<file path="config.mk">
export PLATFORM = sky130hd
export DESIGN_NAME = led_control
export DESIGN_NICKNAME = d
export VERILOG_FILES = /design/src/verilog/led_pkg.sv /design/src/verilog/led_param_capture.sv /design/src/verilog/led_colour_peak.sv /design/src/verilog/led_rate_decode.sv /design/src/verilog/led_blink_fsm.sv /design/src/verilog/led_channel_ramp.sv /design/src/verilog/led_pwm.sv /design/src/verilog/led_control.sv
export SDC_FILE = /design/constraint.sdc
export NUM_CORES = 1
export LEC_CHECK = 0
export BUFFER_PORTS_ARGS = -buffer_cell sky130_fd_sc_hd__buf_2
export CAP_MARGIN = 20
export CORE_ASPECT_RATIO = 1.75
export CORE_UTILIZATION = 66
export CTS_CLUSTER_DIAMETER = 60
export DETAILED_ROUTE_END_ITERATION = 7
export GPL_TIMING_DRIVEN = 1
export MAX_ROUTING_LAYER = met4
export PLACE_DENSITY = 0.83
export SLEW_MARGIN = 20
export SYNTH_ARGS = -nofsm -noshare
export SYNTH_HDL_FRONTEND = slang
export SYNTH_SLANG_ARGS = --single-unit
</file>
<file path="constraint.sdc">
create_clock -name clk32K -period 14.64 [get_ports clk32K]
set_input_delay 1.464 -clock clk32K [delete_from_list [all_inputs] [get_ports clk32K]]
set_output_delay 1.464 -clock clk32K [all_outputs]
set_load 0.01 [all_outputs]
</file>
<file path="src/verilog/led_pkg.sv">
package led_pkg;

    //--------------------------------------------------------------------------
    // host settings
    //--------------------------------------------------------------------------
    typedef logic [3:0] setting_t;

    localparam setting_t BLINK_STEADY_ON  = 4'd0;
    localparam setting_t BLINK_STEADY_OFF = 4'd8;
    localparam setting_t MAX_RATE_CODE    = 4'd7;    // highest timed blink/ramp code

    // reset defaults: red, mid brightness, no ramp, 1 s blink
    localparam setting_t DEF_COLOUR = 4'd0;
    localparam setting_t DEF_BRIGHT = 4'd7;
    localparam setting_t DEF_RAMP   = 4'd0;
    localparam setting_t DEF_BLINK  = 4'd5;

    //--------------------------------------------------------------------------
    // datapath widths
    //--------------------------------------------------------------------------
    localparam int INTENS_W = 5;                  // brightness + 1, up to 16
    localparam int ACCUM_W  = 22;                 // peak and accumulator
    localparam int STEP_W   = 24;
    localparam int DUTY_W   = 9;                  // 256 is fully on
    localparam int DUTY_LSB = 13;
    localparam int SHIFT_W  = 5;

    localparam int PWM_PERIOD = 256;
    localparam int PWM_CNT_W  = $clog2(PWM_PERIOD);

    //--------------------------------------------------------------------------
    // blink timing, in clk32K cycles
    //--------------------------------------------------------------------------
    localparam int STEADY_W        = 22;
    localparam int RAMP_W          = 20;
    localparam int ON_MAX_CNT      = 32768;       // one second steady on
    localparam int OFF_BASE_CNT    = 2048;        // blink code 1
    localparam int RAMP_BASE_CNT   = 1024;        // ramp code 1
    localparam int RAMP_BASE_SHIFT = 10;

    typedef enum logic [1:0] {
        LVL_OFF = 2'b00,
        LVL_LO  = 2'b01,
        LVL_HI  = 2'b10
    } level_t;

    typedef enum logic [1:0] {
        LED_OFF   = 2'b00,
        RAMP_UP   = 2'b01,
        LED_ON    = 2'b10,
        RAMP_DOWN = 2'b11
    } blink_state_t;

    typedef enum logic [3:0] {
        RED = 4'd0, ORANGE, YELLOW, CHARTREUSE, GREEN, SPRING, CYAN, AZURE,
        BLUE, VIOLET, MAGENTA, ROSE,
        WHITE = 4'd15                              // 12 to 14 stay dark
    } colour_t;

endpackage

</file>
<file path="src/verilog/led_param_capture.sv">
`timescale 1ns/10ps

module led_param_capture (
    input  logic              clk32K,
    input  logic              rst,
    input  logic              params_ok,
    input  led_pkg::setting_t rgb_color,
    input  led_pkg::setting_t brightness,
    input  led_pkg::setting_t breathe_ramp,
    input  led_pkg::setting_t blink_rate,
    output logic              update,
    output led_pkg::setting_t colour_s,
    output led_pkg::setting_t bright_s,
    output led_pkg::setting_t ramp_s,
    output led_pkg::setting_t blink_s
);
    import led_pkg::*;

    logic [2:0] ok_sync;    // two sync flops plus edge history

    always_ff @(posedge clk32K or posedge rst) begin
        if (rst) begin
            ok_sync <= '0;
            update  <= 1'b0;
        end else begin
            ok_sync <= {ok_sync[1:0], params_ok};
            update  <= ok_sync[1] & ~ok_sync[2];    // rising edge
        end
    end

    // settings are stable while params_ok is high
    always_ff @(posedge clk32K or posedge rst) begin
        if (rst) begin
            colour_s <= DEF_COLOUR;
            bright_s <= DEF_BRIGHT;
            ramp_s   <= DEF_RAMP;
            blink_s  <= DEF_BLINK;
        end else if (update) begin
            colour_s <= rgb_color;
            bright_s <= brightness;
            ramp_s   <= breathe_ramp;
            blink_s  <= blink_rate;
        end
    end

endmodule

</file>
<file path="src/verilog/led_colour_peak.sv">
`timescale 1ns/10ps

module led_colour_peak (
    input  logic                         clk32K,
    input  logic                         rst,
    input  led_pkg::setting_t            colour_s,
    input  led_pkg::setting_t            bright_s,
    output logic [led_pkg::ACCUM_W-1:0]  red_peak,
    output logic [led_pkg::ACCUM_W-1:0]  grn_peak,
    output logic [led_pkg::ACCUM_W-1:0]  blu_peak
);
    import led_pkg::*;

    level_t              red_lvl;
    level_t              grn_lvl;
    level_t              blu_lvl;
    logic [INTENS_W-1:0] intensity;

    // hi puts the intensity at the top of the peak, lo one bit lower
    function automatic logic [ACCUM_W-1:0] level_peak(level_t lvl,
                                                      logic [INTENS_W-1:0] inten);
        logic [ACCUM_W-1:0] full;
        full = {inten, {(ACCUM_W-INTENS_W){1'b0}}};
        case (lvl)
            LVL_HI:  return full;
            LVL_LO:  return full >> 1;
            default: return '0;
        endcase
    endfunction

    assign intensity = INTENS_W'(bright_s) + 1'b1;    // shared by all channels

    always_comb begin
        red_lvl = LVL_OFF;
        grn_lvl = LVL_OFF;
        blu_lvl = LVL_OFF;
        case (colour_t'(colour_s))
            RED:        red_lvl = LVL_HI;
            ORANGE:     begin red_lvl = LVL_HI; grn_lvl = LVL_LO; end
            YELLOW:     begin red_lvl = LVL_HI; grn_lvl = LVL_HI; end
            CHARTREUSE: begin red_lvl = LVL_LO; grn_lvl = LVL_HI; end
            GREEN:      grn_lvl = LVL_HI;
            SPRING:     begin grn_lvl = LVL_HI; blu_lvl = LVL_LO; end
            CYAN:       begin grn_lvl = LVL_HI; blu_lvl = LVL_HI; end
            AZURE:      begin grn_lvl = LVL_LO; blu_lvl = LVL_HI; end
            BLUE:       blu_lvl = LVL_HI;
            VIOLET:     begin red_lvl = LVL_LO; blu_lvl = LVL_HI; end
            MAGENTA:    begin red_lvl = LVL_HI; blu_lvl = LVL_HI; end
            ROSE:       begin red_lvl = LVL_HI; blu_lvl = LVL_LO; end
            WHITE: begin
                red_lvl = LVL_HI;
                grn_lvl = LVL_HI;
                blu_lvl = LVL_HI;
            end
            default:    ;    // dark codes
        endcase
    end

    always_ff @(posedge clk32K or posedge rst) begin
        if (rst) begin
            red_peak <= '0;
            grn_peak <= '0;
            blu_peak <= '0;
        end else begin
            red_peak <= level_peak(red_lvl, intensity);
            grn_peak <= level_peak(grn_lvl, intensity);
            blu_peak <= level_peak(blu_lvl, intensity);
        end
    end

endmodule

</file>
<file path="src/verilog/led_rate_decode.sv">
`timescale 1ns/10ps

module led_rate_decode (
    input  logic                          clk32K,
    input  logic                          rst,
    input  led_pkg::setting_t             blink_s,
    input  led_pkg::setting_t             ramp_s,
    output logic [led_pkg::STEADY_W-1:0]  off_max_cnt,
    output logic [led_pkg::RAMP_W-1:0]    ramp_max_cnt,
    output logic [led_pkg::SHIFT_W-1:0]   step_shift
);
    import led_pkg::*;

    //--------------------------------------------------------------------------
    // off time doubles per blink code, 1/16 s up to 4 s
    //--------------------------------------------------------------------------
    always_ff @(posedge clk32K or posedge rst) begin
        if (rst) begin
            // default blink code so the first off period is a full second
            off_max_cnt <= STEADY_W'(OFF_BASE_CNT) << (DEF_BLINK - 1'b1);
        end else if (blink_s != BLINK_STEADY_ON && blink_s <= MAX_RATE_CODE) begin
            off_max_cnt <= STEADY_W'(OFF_BASE_CNT) << (blink_s - 1'b1);
        end else begin
            off_max_cnt <= '0;
        end
    end

    //--------------------------------------------------------------------------
    // ramp time doubles per code and the step halves with it
    //--------------------------------------------------------------------------
    always_ff @(posedge clk32K or posedge rst) begin
        if (rst) begin
            ramp_max_cnt <= '0;
            step_shift   <= '0;
        end else if (ramp_s != '0 && ramp_s <= MAX_RATE_CODE) begin
            ramp_max_cnt <= RAMP_W'(RAMP_BASE_CNT) << (ramp_s - 1'b1);
            step_shift   <= SHIFT_W'(RAMP_BASE_SHIFT) + SHIFT_W'(ramp_s) - 1'b1;
        end else begin
            ramp_max_cnt <= '0;
            step_shift   <= '0;    // no ramp, zero step
        end
    end

endmodule

</file>
<file path="src/verilog/led_blink_fsm.sv">
`timescale 1ns/10ps

module led_blink_fsm (
    input  logic                          clk32K,
    input  logic                          rst,
    input  logic                          update,
    input  led_pkg::setting_t             blink_s,
    input  logic [led_pkg::STEADY_W-1:0]  off_max_cnt,
    input  logic [led_pkg::RAMP_W-1:0]    ramp_max_cnt,
    output led_pkg::blink_state_t         state
);
    import led_pkg::*;

    logic [STEADY_W-1:0] steady_count;    // off and on duration
    logic [RAMP_W-1:0]   ramp_count;      // ramp up/down duration

    //--------------------------------------------------------------------------
    // off -> ramp up -> on -> ramp down, held by the steady codes
    //--------------------------------------------------------------------------
    always_ff @(posedge clk32K or posedge rst) begin
        if (rst) begin
            state        <= LED_OFF;
            steady_count <= '0;
            ramp_count   <= '0;
        end else if (blink_s == BLINK_STEADY_ON) begin
            state        <= LED_ON;
            steady_count <= '0;
            ramp_count   <= '0;
        end else if (blink_s == BLINK_STEADY_OFF) begin
            state        <= LED_OFF;
            steady_count <= '0;
            ramp_count   <= '0;
        end else if (update) begin
            // new settings restart the cycle from full on
            state        <= LED_ON;
            steady_count <= '0;
            ramp_count   <= '0;
        end else begin
            case (state)
                LED_OFF: begin
                    if (steady_count >= off_max_cnt) begin
                        state        <= RAMP_UP;
                        steady_count <= '0;
                        ramp_count   <= '0;
                    end else begin
                        steady_count <= steady_count + 1'b1;
                    end
                end
                RAMP_UP: begin
                    if (ramp_count >= ramp_max_cnt) begin
                        state        <= LED_ON;
                        steady_count <= '0;
                        ramp_count   <= '0;
                    end else begin
                        ramp_count <= ramp_count + 1'b1;
                    end
                end
                LED_ON: begin
                    if (steady_count >= STEADY_W'(ON_MAX_CNT)) begin
                        state        <= RAMP_DOWN;
                        steady_count <= '0;
                        ramp_count   <= '0;
                    end else begin
                        steady_count <= steady_count + 1'b1;
                    end
                end
                RAMP_DOWN: begin
                    if (ramp_count >= ramp_max_cnt) begin
                        state        <= LED_OFF;
                        steady_count <= '0;
                        ramp_count   <= '0;
                    end else begin
                        ramp_count <= ramp_count + 1'b1;
                    end
                end
                default: begin
                    state        <= LED_OFF;
                    steady_count <= '0;
                    ramp_count   <= '0;
                end
            endcase
        end
    end

endmodule

</file>
<file path="src/verilog/led_channel_ramp.sv">
`timescale 1ns/10ps

module led_channel_ramp (
    input  logic                         clk32K,
    input  logic                         rst,
    input  led_pkg::blink_state_t        state,
    input  logic [led_pkg::ACCUM_W-1:0]  peak,
    input  logic [led_pkg::SHIFT_W-1:0]  step_shift,
    output logic [led_pkg::DUTY_W-1:0]   duty
);
    import led_pkg::*;

    logic [STEP_W-1:0]  step;
    logic [ACCUM_W-1:0] accum;

    always_ff @(posedge clk32K or posedge rst) begin
        if (rst) begin
            step <= '0;
        end else if (step_shift == '0) begin
            step <= '0;    // ramp disabled
        end else begin
            step <= STEP_W'(peak) >> step_shift;
        end
    end

    // ramp accumulator, one step per clk32K cycle
    always_ff @(posedge clk32K or posedge rst) begin
        if (rst) begin
            accum <= '0;
        end else begin
            case (state)
                LED_ON:    accum <= peak;
                RAMP_UP:   accum <= accum + step[ACCUM_W-1:0];
                RAMP_DOWN: accum <= accum - step[ACCUM_W-1:0];
                default:   accum <= '0;
            endcase
        end
    end

    always_ff @(posedge clk32K or posedge rst) begin
        if (rst) begin
            duty <= '0;
        end else begin
            case (state)
                LED_ON:             duty <= peak[DUTY_LSB +: DUTY_W];
                RAMP_UP, RAMP_DOWN: duty <= accum[DUTY_LSB +: DUTY_W];
                default:            duty <= '0;
            endcase
        end
    end

endmodule

</file>
<file path="src/verilog/led_pwm.sv">
`timescale 1ns/10ps

module led_pwm (
    input  logic                        clk32K,
    input  logic                        rst,
    input  logic [led_pkg::DUTY_W-1:0]  red_duty,
    input  logic [led_pkg::DUTY_W-1:0]  grn_duty,
    input  logic [led_pkg::DUTY_W-1:0]  blu_duty,
    output logic                        red_pwm,
    output logic                        grn_pwm,
    output logic                        blu_pwm
);
    import led_pkg::*;

    logic [PWM_CNT_W-1:0] pwm_count;
    logic [DUTY_W-1:0]    frame_pos;    // count widened to duty width

    assign frame_pos = DUTY_W'(pwm_count);

    always_ff @(posedge clk32K or posedge rst) begin
        if (rst) begin
            pwm_count <= '0;
            red_pwm   <= 1'b0;
            grn_pwm   <= 1'b0;
            blu_pwm   <= 1'b0;
        end else begin
            if (pwm_count == PWM_CNT_W'(PWM_PERIOD - 1)) begin
                pwm_count <= '0;
            end else begin
                pwm_count <= pwm_count + 1'b1;
            end
            // duty of 256 keeps the output high all frame
            red_pwm <= (frame_pos < red_duty);
            grn_pwm <= (frame_pos < grn_duty);
            blu_pwm <= (frame_pos < blu_duty);
        end
    end

endmodule

</file>
<file path="src/verilog/led_control.sv">
`timescale 1ns/10ps

module led_control (
    input  logic              clk32K,
    input  logic              rst,
    input  logic              params_ok,    // rising level means settings valid
    input  led_pkg::setting_t rgb_color,
    input  led_pkg::setting_t brightness,
    input  led_pkg::setting_t breathe_ramp,
    input  led_pkg::setting_t blink_rate,
    output logic              red_pwm,
    output logic              grn_pwm,
    output logic              blu_pwm
);
    import led_pkg::*;

    logic                update;
    setting_t            colour_s;
    setting_t            bright_s;
    setting_t            ramp_s;
    setting_t            blink_s;

    logic [ACCUM_W-1:0]  red_peak;
    logic [ACCUM_W-1:0]  grn_peak;
    logic [ACCUM_W-1:0]  blu_peak;

    logic [STEADY_W-1:0] off_max_cnt;
    logic [RAMP_W-1:0]   ramp_max_cnt;
    logic [SHIFT_W-1:0]  step_shift;

    blink_state_t        state;

    logic [DUTY_W-1:0]   red_duty;
    logic [DUTY_W-1:0]   grn_duty;
    logic [DUTY_W-1:0]   blu_duty;

    //--------------------------------------------------------------------------
    // settings capture and decode
    //--------------------------------------------------------------------------
    led_param_capture capture_i (
        .clk32K       (clk32K),
        .rst          (rst),
        .params_ok    (params_ok),
        .rgb_color    (rgb_color),
        .brightness   (brightness),
        .breathe_ramp (breathe_ramp),
        .blink_rate   (blink_rate),
        .update       (update),
        .colour_s     (colour_s),
        .bright_s     (bright_s),
        .ramp_s       (ramp_s),
        .blink_s      (blink_s)
    );

    led_colour_peak peak_i (
        .clk32K   (clk32K),
        .rst      (rst),
        .colour_s (colour_s),
        .bright_s (bright_s),
        .red_peak (red_peak),
        .grn_peak (grn_peak),
        .blu_peak (blu_peak)
    );

    led_rate_decode rate_i (
        .clk32K       (clk32K),
        .rst          (rst),
        .blink_s      (blink_s),
        .ramp_s       (ramp_s),
        .off_max_cnt  (off_max_cnt),
        .ramp_max_cnt (ramp_max_cnt),
        .step_shift   (step_shift)
    );

    //--------------------------------------------------------------------------
    // blink sequencing, per channel ramps and PWM
    //--------------------------------------------------------------------------
    led_blink_fsm fsm_i (
        .clk32K       (clk32K),
        .rst          (rst),
        .update       (update),
        .blink_s      (blink_s),
        .off_max_cnt  (off_max_cnt),
        .ramp_max_cnt (ramp_max_cnt),
        .state        (state)
    );

    led_channel_ramp red_ramp_i (
        .clk32K     (clk32K),
        .rst        (rst),
        .state      (state),
        .peak       (red_peak),
        .step_shift (step_shift),
        .duty       (red_duty)
    );

    led_channel_ramp grn_ramp_i (
        .clk32K     (clk32K),
        .rst        (rst),
        .state      (state),
        .peak       (grn_peak),
        .step_shift (step_shift),
        .duty       (grn_duty)
    );

    led_channel_ramp blu_ramp_i (
        .clk32K     (clk32K),
        .rst        (rst),
        .state      (state),
        .peak       (blu_peak),
        .step_shift (step_shift),
        .duty       (blu_duty)
    );

    led_pwm pwm_i (
        .clk32K   (clk32K),
        .rst      (rst),
        .red_duty (red_duty),
        .grn_duty (grn_duty),
        .blu_duty (blu_duty),
        .red_pwm  (red_pwm),
        .grn_pwm  (grn_pwm),
        .blu_pwm  (blu_pwm)
    );

endmodule

</file>
==> results of run 1 <==
## area by class of cell
cell class / instances / area share
Clock buffer: 36 / 0.0443
Clock inverter: 13 / 0.0121
Inverter: 106 / 0.0230
Multi-Input combinational cell: 1342 / 0.492
Sequential cell: 278 / 0.396
Tap cell: 308 / 0.0219
Timing Repair Buffer: 32 / 0.0109
## power groups by stage
stage	logic, mW	registers [mW]	clock network [mW]
finish	1.50	0.931	0.767
CTS	1.49	0.929	0.775
floorplan	1.20	0.911	0
global route	1.68	0.938	0.807
global placement	1.43	0.939	0
detailed placement	1.48	0.943	0
## path summary, 6_finish.rpt
path                                      start               endpoint  depth (start not counted)  slack [ns]
max                              fsm_i.state[0]   red_ramp_i.accum[20]                         13       10.08
min                        capture_i.ok_sync[0]   capture_i.ok_sync[1]                          0        0.35
max reg2reg                      fsm_i.state[0]   red_ramp_i.accum[20]                         13       10.08
min reg2reg                capture_i.ok_sync[0]   capture_i.ok_sync[1]                          0        0.35
max in group asynchronous                   rst    capture_i.ramp_s[1]                          3       12.18
min in group asynchronous                   rst  fsm_i.steady_count[0]                          2        1.03
## sequential cells by signal (all words and copies together) (netlist names), 5 cells and up
register             cells
peak_i.blu_peak          6
grn_ramp_i.duty          9
peak_i.grn_peak          6
blu_ramp_i.step         22
rate_i.ramp_max_cnt     10
blu_ramp_i.duty          9
grn_ramp_i.accum        22
rate_i.off_max_cnt      11
peak_i.red_peak          6
red_ramp_i.step         22
red_ramp_i.duty          9
fsm_i.steady_count      22
rate_i.step_shift        5
blu_ramp_i.accum        22
fsm_i.ramp_count        20
grn_ramp_i.step         22
pwm_i.pwm_count          8
red_ramp_i.accum        22
## worst max-delay path: stages, from the launching register on
cell	delay, ns
dfrtp_1	0.65
ha_2	0.54
buf_4	0.50
mux2i_1	0.20
fa_1	0.47
a211oi_1	0.38
o21bai_1	0.19
a31o_2	0.27
a21oi_1	0.27
o21ai_0	0.17
a41oi_1	0.31
a21boi_0	0.17
xnor2_1	0.16
o21ai_0	0.10
## kinds of logic after synthesis
logic type	share of synthesized area
compound gates	0.155
xor+xnor	0.0653
mux	0.0236
flops	0.429
simple gates	0.184
buf+inv	0.0380
fa+ha+maj	0.104
other cells	0.000231
## stage by stage
stage | setup WS [ns] | instances | cell area [um2] | total power [mW] | hold WS [ns]
2_1_floorplan | 5.52 | 1783 | 16200 | 2.11 | 0.331
3_3_place_gp | 10.31 | 2066 | 16600 | 2.36 | 0.333
3_5_place_dp | 10.15 | 2066 | 16600 | 2.42 | 0.335
4_1_cts | 10.17 | 2115 | 17600 | 3.19 | 0.348
5_1_grt | 9.79 | 2115 | 17600 | 3.42 | 0.368
6_report | 10.08 | 2115 | 17600 | 3.20 | 0.347
## layout by cell type, fill, tap and decap left out, drive strengths merged, types with 41 or more instances in the layout
cell / instances
dfrtp: 272
nor2: 205
nand2: 163
o21ai: 163
ha: 130
inv: 109
a21oi: 92
xnor2: 89
nor3: 45
nand2b: 41
## routing by layer
layer  share of wire  vias up
li1                -     6166
met1            0.35     6162
met2            0.52      367
met3           0.043      145
met4           0.084        0
met5               0        -
==> flow_metrics.env, run 1 <==
export IMPL_run_status="finished, final reports clean"
export IMPL_synth_edf_count=0
export IMPL_grt_busiest_layer="met2"
export IMPL_synth_top_area_frac=0.420
export IMPL_start_util=0.675
export IMPL_wl_per_cell_um=17.9
export IMPL_antenna_found_initial=0
export IMPL_fin_crit_sh=0.312
export IMPL_vias_per_cell=6.07
export IMPL_final_setup_skew_ns=0.00657
export IMPL_groute_usage_overall=0.324
export IMPL_grt_pass1_wl_um=62800
export IMPL_p_leak_nw=8.13
export IMPL_numPortBuffers=21
export IMPL_yosysWarnings=0
export IMPL_grt_pass1_vias=13057
export IMPL_synthesis_area_um2=16200
export IMPL_hold_path_class="flop to flop"
export IMPL_cts_path_max_buffers=3
export IMPL_numCtsBuffers=27
export IMPL_ys_ff_latch=278
export IMPL_drv_cap=0
export IMPL_syn_avg_cell_area_um2=9.13
export IMPL_first_pass_iters=7
export IMPL_power_frac_seq=0.291
export IMPL_hpwl_um=27500
export IMPL_cts_resized=0
export IMPL_routed_wl_um=37800
export IMPL_grt_start_max_net_pins=130
export IMPL_ctsHoldBuffers=0
export IMPL_cts_setup_buffers=0
export IMPL_cts_sinks=278
export IMPL_synthTopCellsByArea="dfrtp_1 42%, ha_1 10%, o21ai_0 4.9%"
export IMPL_ys_async_sr_fraction=1.00
export IMPL_die_w_um=120
export IMPL_die_y_um=209
export IMPL_num_rows=75
export IMPL_setup_tns_ns=0
export IMPL_postRouteAntennaNets=0
export IMPL_rsz0062_at_grt="no"
export IMPL_hold_viol_final=0
export IMPL_design_core_area_um2=24000
export IMPL_synth_top_area_cell="dfrtp_1"
export IMPL_power_frac_comb=0.470
export IMPL_io_pins=22
export IMPL_cts_tree="yes"
export IMPL_root_buffer="clkbuf_16"
export IMPL_synthCells=1777
export IMPL_fin_util=0.733
export IMPL_dieArea_um2=25200
export IMPL_drive_gt1_frac=0.0681
export IMPL_p_sw_mw=1.26
export IMPL_ys_dominant_reg_cell="dfrtp_1"
export IMPL_fin_crit_ns=4.56
export IMPL_cp_required_ns=15.03
export IMPL_yosysMostFrequentCell="dfrtp_1"
export IMPL_place_congestion=0.964
export IMPL_drv_slew=0
export IMPL_multi_input_comb_area_um2=8660
export IMPL_ir_drop_mv=0.131
export IMPL_seq_area_um2=6960
export IMPL_crit_arrival_ns=4.95
export IMPL_synthToLayoutAreaGrowth_pct=8.53
export IMPL_clk_pin_slew_worst_paths_ns=0.06
export IMPL_met2_usage=0.568
export IMPL_grt_met3_usage=0.0380
export IMPL_drtIter0Drc=831
export IMPL_met1_usage=0.327
export IMPL_nNetsFinal=1939
export IMPL_cp_start_kind="flop"
export IMPL_path_class="flop to flop"
export IMPL_power_density_nw_per_um2=182
export IMPL_synth_common_cells="272 x dfrtp_1, 205 x nor2_1, 163 x nand2_1"
export IMPL_critPathCaptureType="flop"
export IMPL_clkPwrFrac=0.239
export IMPL_antennaDiodeCount=0
export IMPL_cts_htree_levels=1
export IMPL_nFillCells=1824
export IMPL_setup_violations=0
export IMPL_p_sw_frac=0.394
export IMPL_cp_max_fo=43
export IMPL_routed_via_count=12840
export IMPL_drc=0
export IMPL_p_int_mw=1.94
export IMPL_clkLatencyLatePin_ns=0.54
export IMPL_tightest_slew_ns=0.993
export IMPL_overflow=0
export IMPL_ys_types=69
export IMPL_max_slew_margin=0.336
export IMPL_fmax_mhz=219
export IMPL_ys_seq_area_frac=0.429
(Power assumes the default switching activity.)
==> inputs of run 2 (changes only) <==
--- a/config.mk
+++ b/config.mk
@@ -8,12 +8,12 @@
 export BUFFER_PORTS_ARGS = -buffer_cell sky130_fd_sc_hd__buf_2
 export CAP_MARGIN = 20
 export CORE_ASPECT_RATIO = 1.75
-export CORE_UTILIZATION = 66
+export CORE_UTILIZATION = 58
 export CTS_CLUSTER_DIAMETER = 60
 export DETAILED_ROUTE_END_ITERATION = 7
 export GPL_TIMING_DRIVEN = 1
 export MAX_ROUTING_LAYER = met4
-export PLACE_DENSITY = 0.83
+export PLACE_DENSITY = 0.77
 export SLEW_MARGIN = 20
 export SYNTH_ARGS = -nofsm -noshare
 export SYNTH_HDL_FRONTEND = slang
==> constraint.sdc (replaced) <==
create_clock -name clk32K -period 3.9 [get_ports clk32K]
set_input_delay 0.39 -clock clk32K [delete_from_list [all_inputs] [get_ports clk32K]]
set_output_delay 0.39 -clock clk32K [all_outputs]
set_load 0.01 [all_outputs]
==> run 2 against run 1 <==
- final area increased by 1.3%
- power grew to 3.8 times the previous value
- routed wire length is 3.3% higher
- sequential power rose to 3.8 times the previous value
- clock skew increased by 0.0084 ns
- maximum frequency grew 23%
- hold slack worse by 0.30 ns
- flip-flop and latch count is the same
- register-to-register slack got worse by 9.9 ns
- sequential share of layout area decreased by 0.51 points
- via count barely moved
- non-clock buffer count is 17 higher
- critical endpoint is now red_ramp_i.accum[21]
==> flow_metrics.env, run 2 (synthesis gave the netlist of run 1 again) <==
export IMPL_hpwl_um=29200
export IMPL_nNetsFinal=1956
export IMPL_fmax_mhz=270
export IMPL_hold_viol_final=0
export IMPL_drive_gt1_frac=0.0778
export IMPL_fin_util=0.653
export IMPL_max_slew_margin=0.373
export IMPL_max_stage_delay_ns=0.53
export IMPL_cp_max_fo=6
export IMPL_antennaDiodeCount=0
export IMPL_die_y_um=223
export IMPL_drc=0
export IMPL_place_congestion=0.950
export IMPL_first_pass_iters=5
export IMPL_clkLatencyLatePin_ns=0.56
export IMPL_hold_path_class="input port to flop"
export IMPL_nFillCells=2257
export IMPL_die_w_um=128
export IMPL_synthToLayoutAreaGrowth_pct=9.95
export IMPL_numPortBuffers=21
export IMPL_final_setup_skew_ns=0.0149
export IMPL_routed_via_count=12835
export IMPL_final_cell_mix="272 x dfrtp_1, 205 x nor2_1, 163 x nand2_1, 159 x o21ai_0, 128 x ha_1"
export IMPL_cts_htree_levels=1
export IMPL_grt_pass1_wl_um=64300
export IMPL_cts_setup_buffers=0
export IMPL_start_util=0.593
export IMPL_io_pins=22
export IMPL_antenna_found_initial=0
export IMPL_postRouteAntennaNets=0
export IMPL_groute_usage_overall=0.294
export IMPL_dieArea_um2=28700
export IMPL_drtIter0Drc=689
export IMPL_design_core_area_um2=27300
export IMPL_routed_wl_um=39100
export IMPL_fin_crit_sh=0.950
export IMPL_path_class="flop to flop"
export IMPL_num_rows=80
export IMPL_cts_tree="yes"
export IMPL_cp_slowest_cell="or4_4"
export IMPL_root_buffer="clkbuf_16"
export IMPL_ir_drop_mv=0.445
export IMPL_drv_cap=0
export IMPL_cp_required_ns=4.32
export IMPL_cts_sinks=278
export IMPL_vias_per_cell=5.85
export IMPL_path_cells="or4_4 -> or3_4 -> nor3_4 -> nor2_1 -> xnor2_1 -> ha_2 -> and3_1 -> nand3_1 -> a211oi_1 -> and3b_1 -> o21ai_1 -> nand2b_1 -> a31oi_1 -> xnor2_1 -> o21ai_1"
export IMPL_cp_start_kind="flop"
export IMPL_grt_pass1_vias=13240
export IMPL_p_leak_nw=8.21
export IMPL_grt_start_max_net_pins=117
export IMPL_setup_tns_ns=0
export IMPL_tightest_slew_ns=0.940
export IMPL_numCtsBuffers=27
export IMPL_run_status="finished, final reports clean"
export IMPL_overflow=0
export IMPL_drv_slew=0
export IMPL_final_common_cell="dfrtp_1"
export IMPL_fin_crit_ns=3.70
export IMPL_power_density_nw_per_um2=675
export IMPL_cts_path_max_buffers=3
export IMPL_clk_pin_slew_worst_paths_ns=0.07
export IMPL_critPathCaptureType="flop"
export IMPL_wl_per_cell_um=17.8
export IMPL_whs_ns=0.0505
export IMPL_crit_arrival_ns=4.12
export IMPL_setup_violations=0
-- run 2: cell count changes in the layout (fill, tap and decap cells not counted), moves of 2 or more --
cell	previous run	this run
inv_8	2	0
nor3_2	0	2
dlygate4sd3_1	0	2
clkinv_2	2	5
buf_4	10	23
nor3_1	44	42
clkbuf_1	2	5
buf_12	0	3
-- run 2: final cells by class --
type,count,area [um2],area share
sequential,278,6960,0.391
tap,369,462,0.0259
inverter,106,402,0.0225
clock inverter,12,169,0.00947
timing repair buffer,49,358,0.0201
clock buffer,38,777,0.0436
multi-input combinational,1342,8700,0.488
-- run 2: repair_timing --
action                                  CTS  global route
resized for setup                         0             8
endpoints found under the setup margin    0            14
hold endpoints to repair                 19             0
hold buffers                              2             0
-- run 2: final timing paths --
kind                                 startpoint                endpoint  slack, ns  depth (start not counted)
max                          red_ramp_i.step[7]    red_ramp_i.accum[21]       0.20                         15
min reg2reg                capture_i.ok_sync[0]    capture_i.ok_sync[1]       0.35                          0
max reg2reg                  red_ramp_i.step[7]    red_ramp_i.accum[21]       0.20                         15
min                             breathe_ramp[0]     capture_i.ramp_s[0]       0.05                          3
max in group asynchronous                   rst      pwm_i.pwm_count[5]       2.46                          4
min in group asynchronous                   rst  fsm_i.steady_count[18]       0.44                          3
-- run 2: per-layer routing --
layer,wire [um],track usage,vias to the layer above
met5,0,-,-
met4,2850,0.191,0
li1,-,-,6208
met3,1130,0.0324,134
met2,20900,0.529,251
met1,14200,0.296,6242
-- run 2: power breakdown --
group / internal, mW / switching, mW
combinational: 2.41 / 3.34
sequential: 3.21 / 0.302
clock: 1.65 / 1.13
total: 7.27 / 4.77
-- run 2: worst max-delay path, delay by kind of cell, from the launching register on --
family	cells	cell delay [ns]
xor gates and xnor gates	2	0.31
and+or+nand+nor	8	1.82
adders and majority gates	1	0.40
AOI/OAI and AO/OA	4	0.59
DFF	1	0.43
-- run 2: per-stage QoR --
stage               instances  power, mW  area, um2  setup WS, ns
CTS                      2194       12.0      17800        0.0901
finish                   2194       12.0      17800         0.196
global placement         2142       9.04      16800         0.284
global route             2194       12.9      17800      -0.00768
floorplan                1783       7.93      16200        -0.164
detailed placement       2142       9.21      16800        0.0915
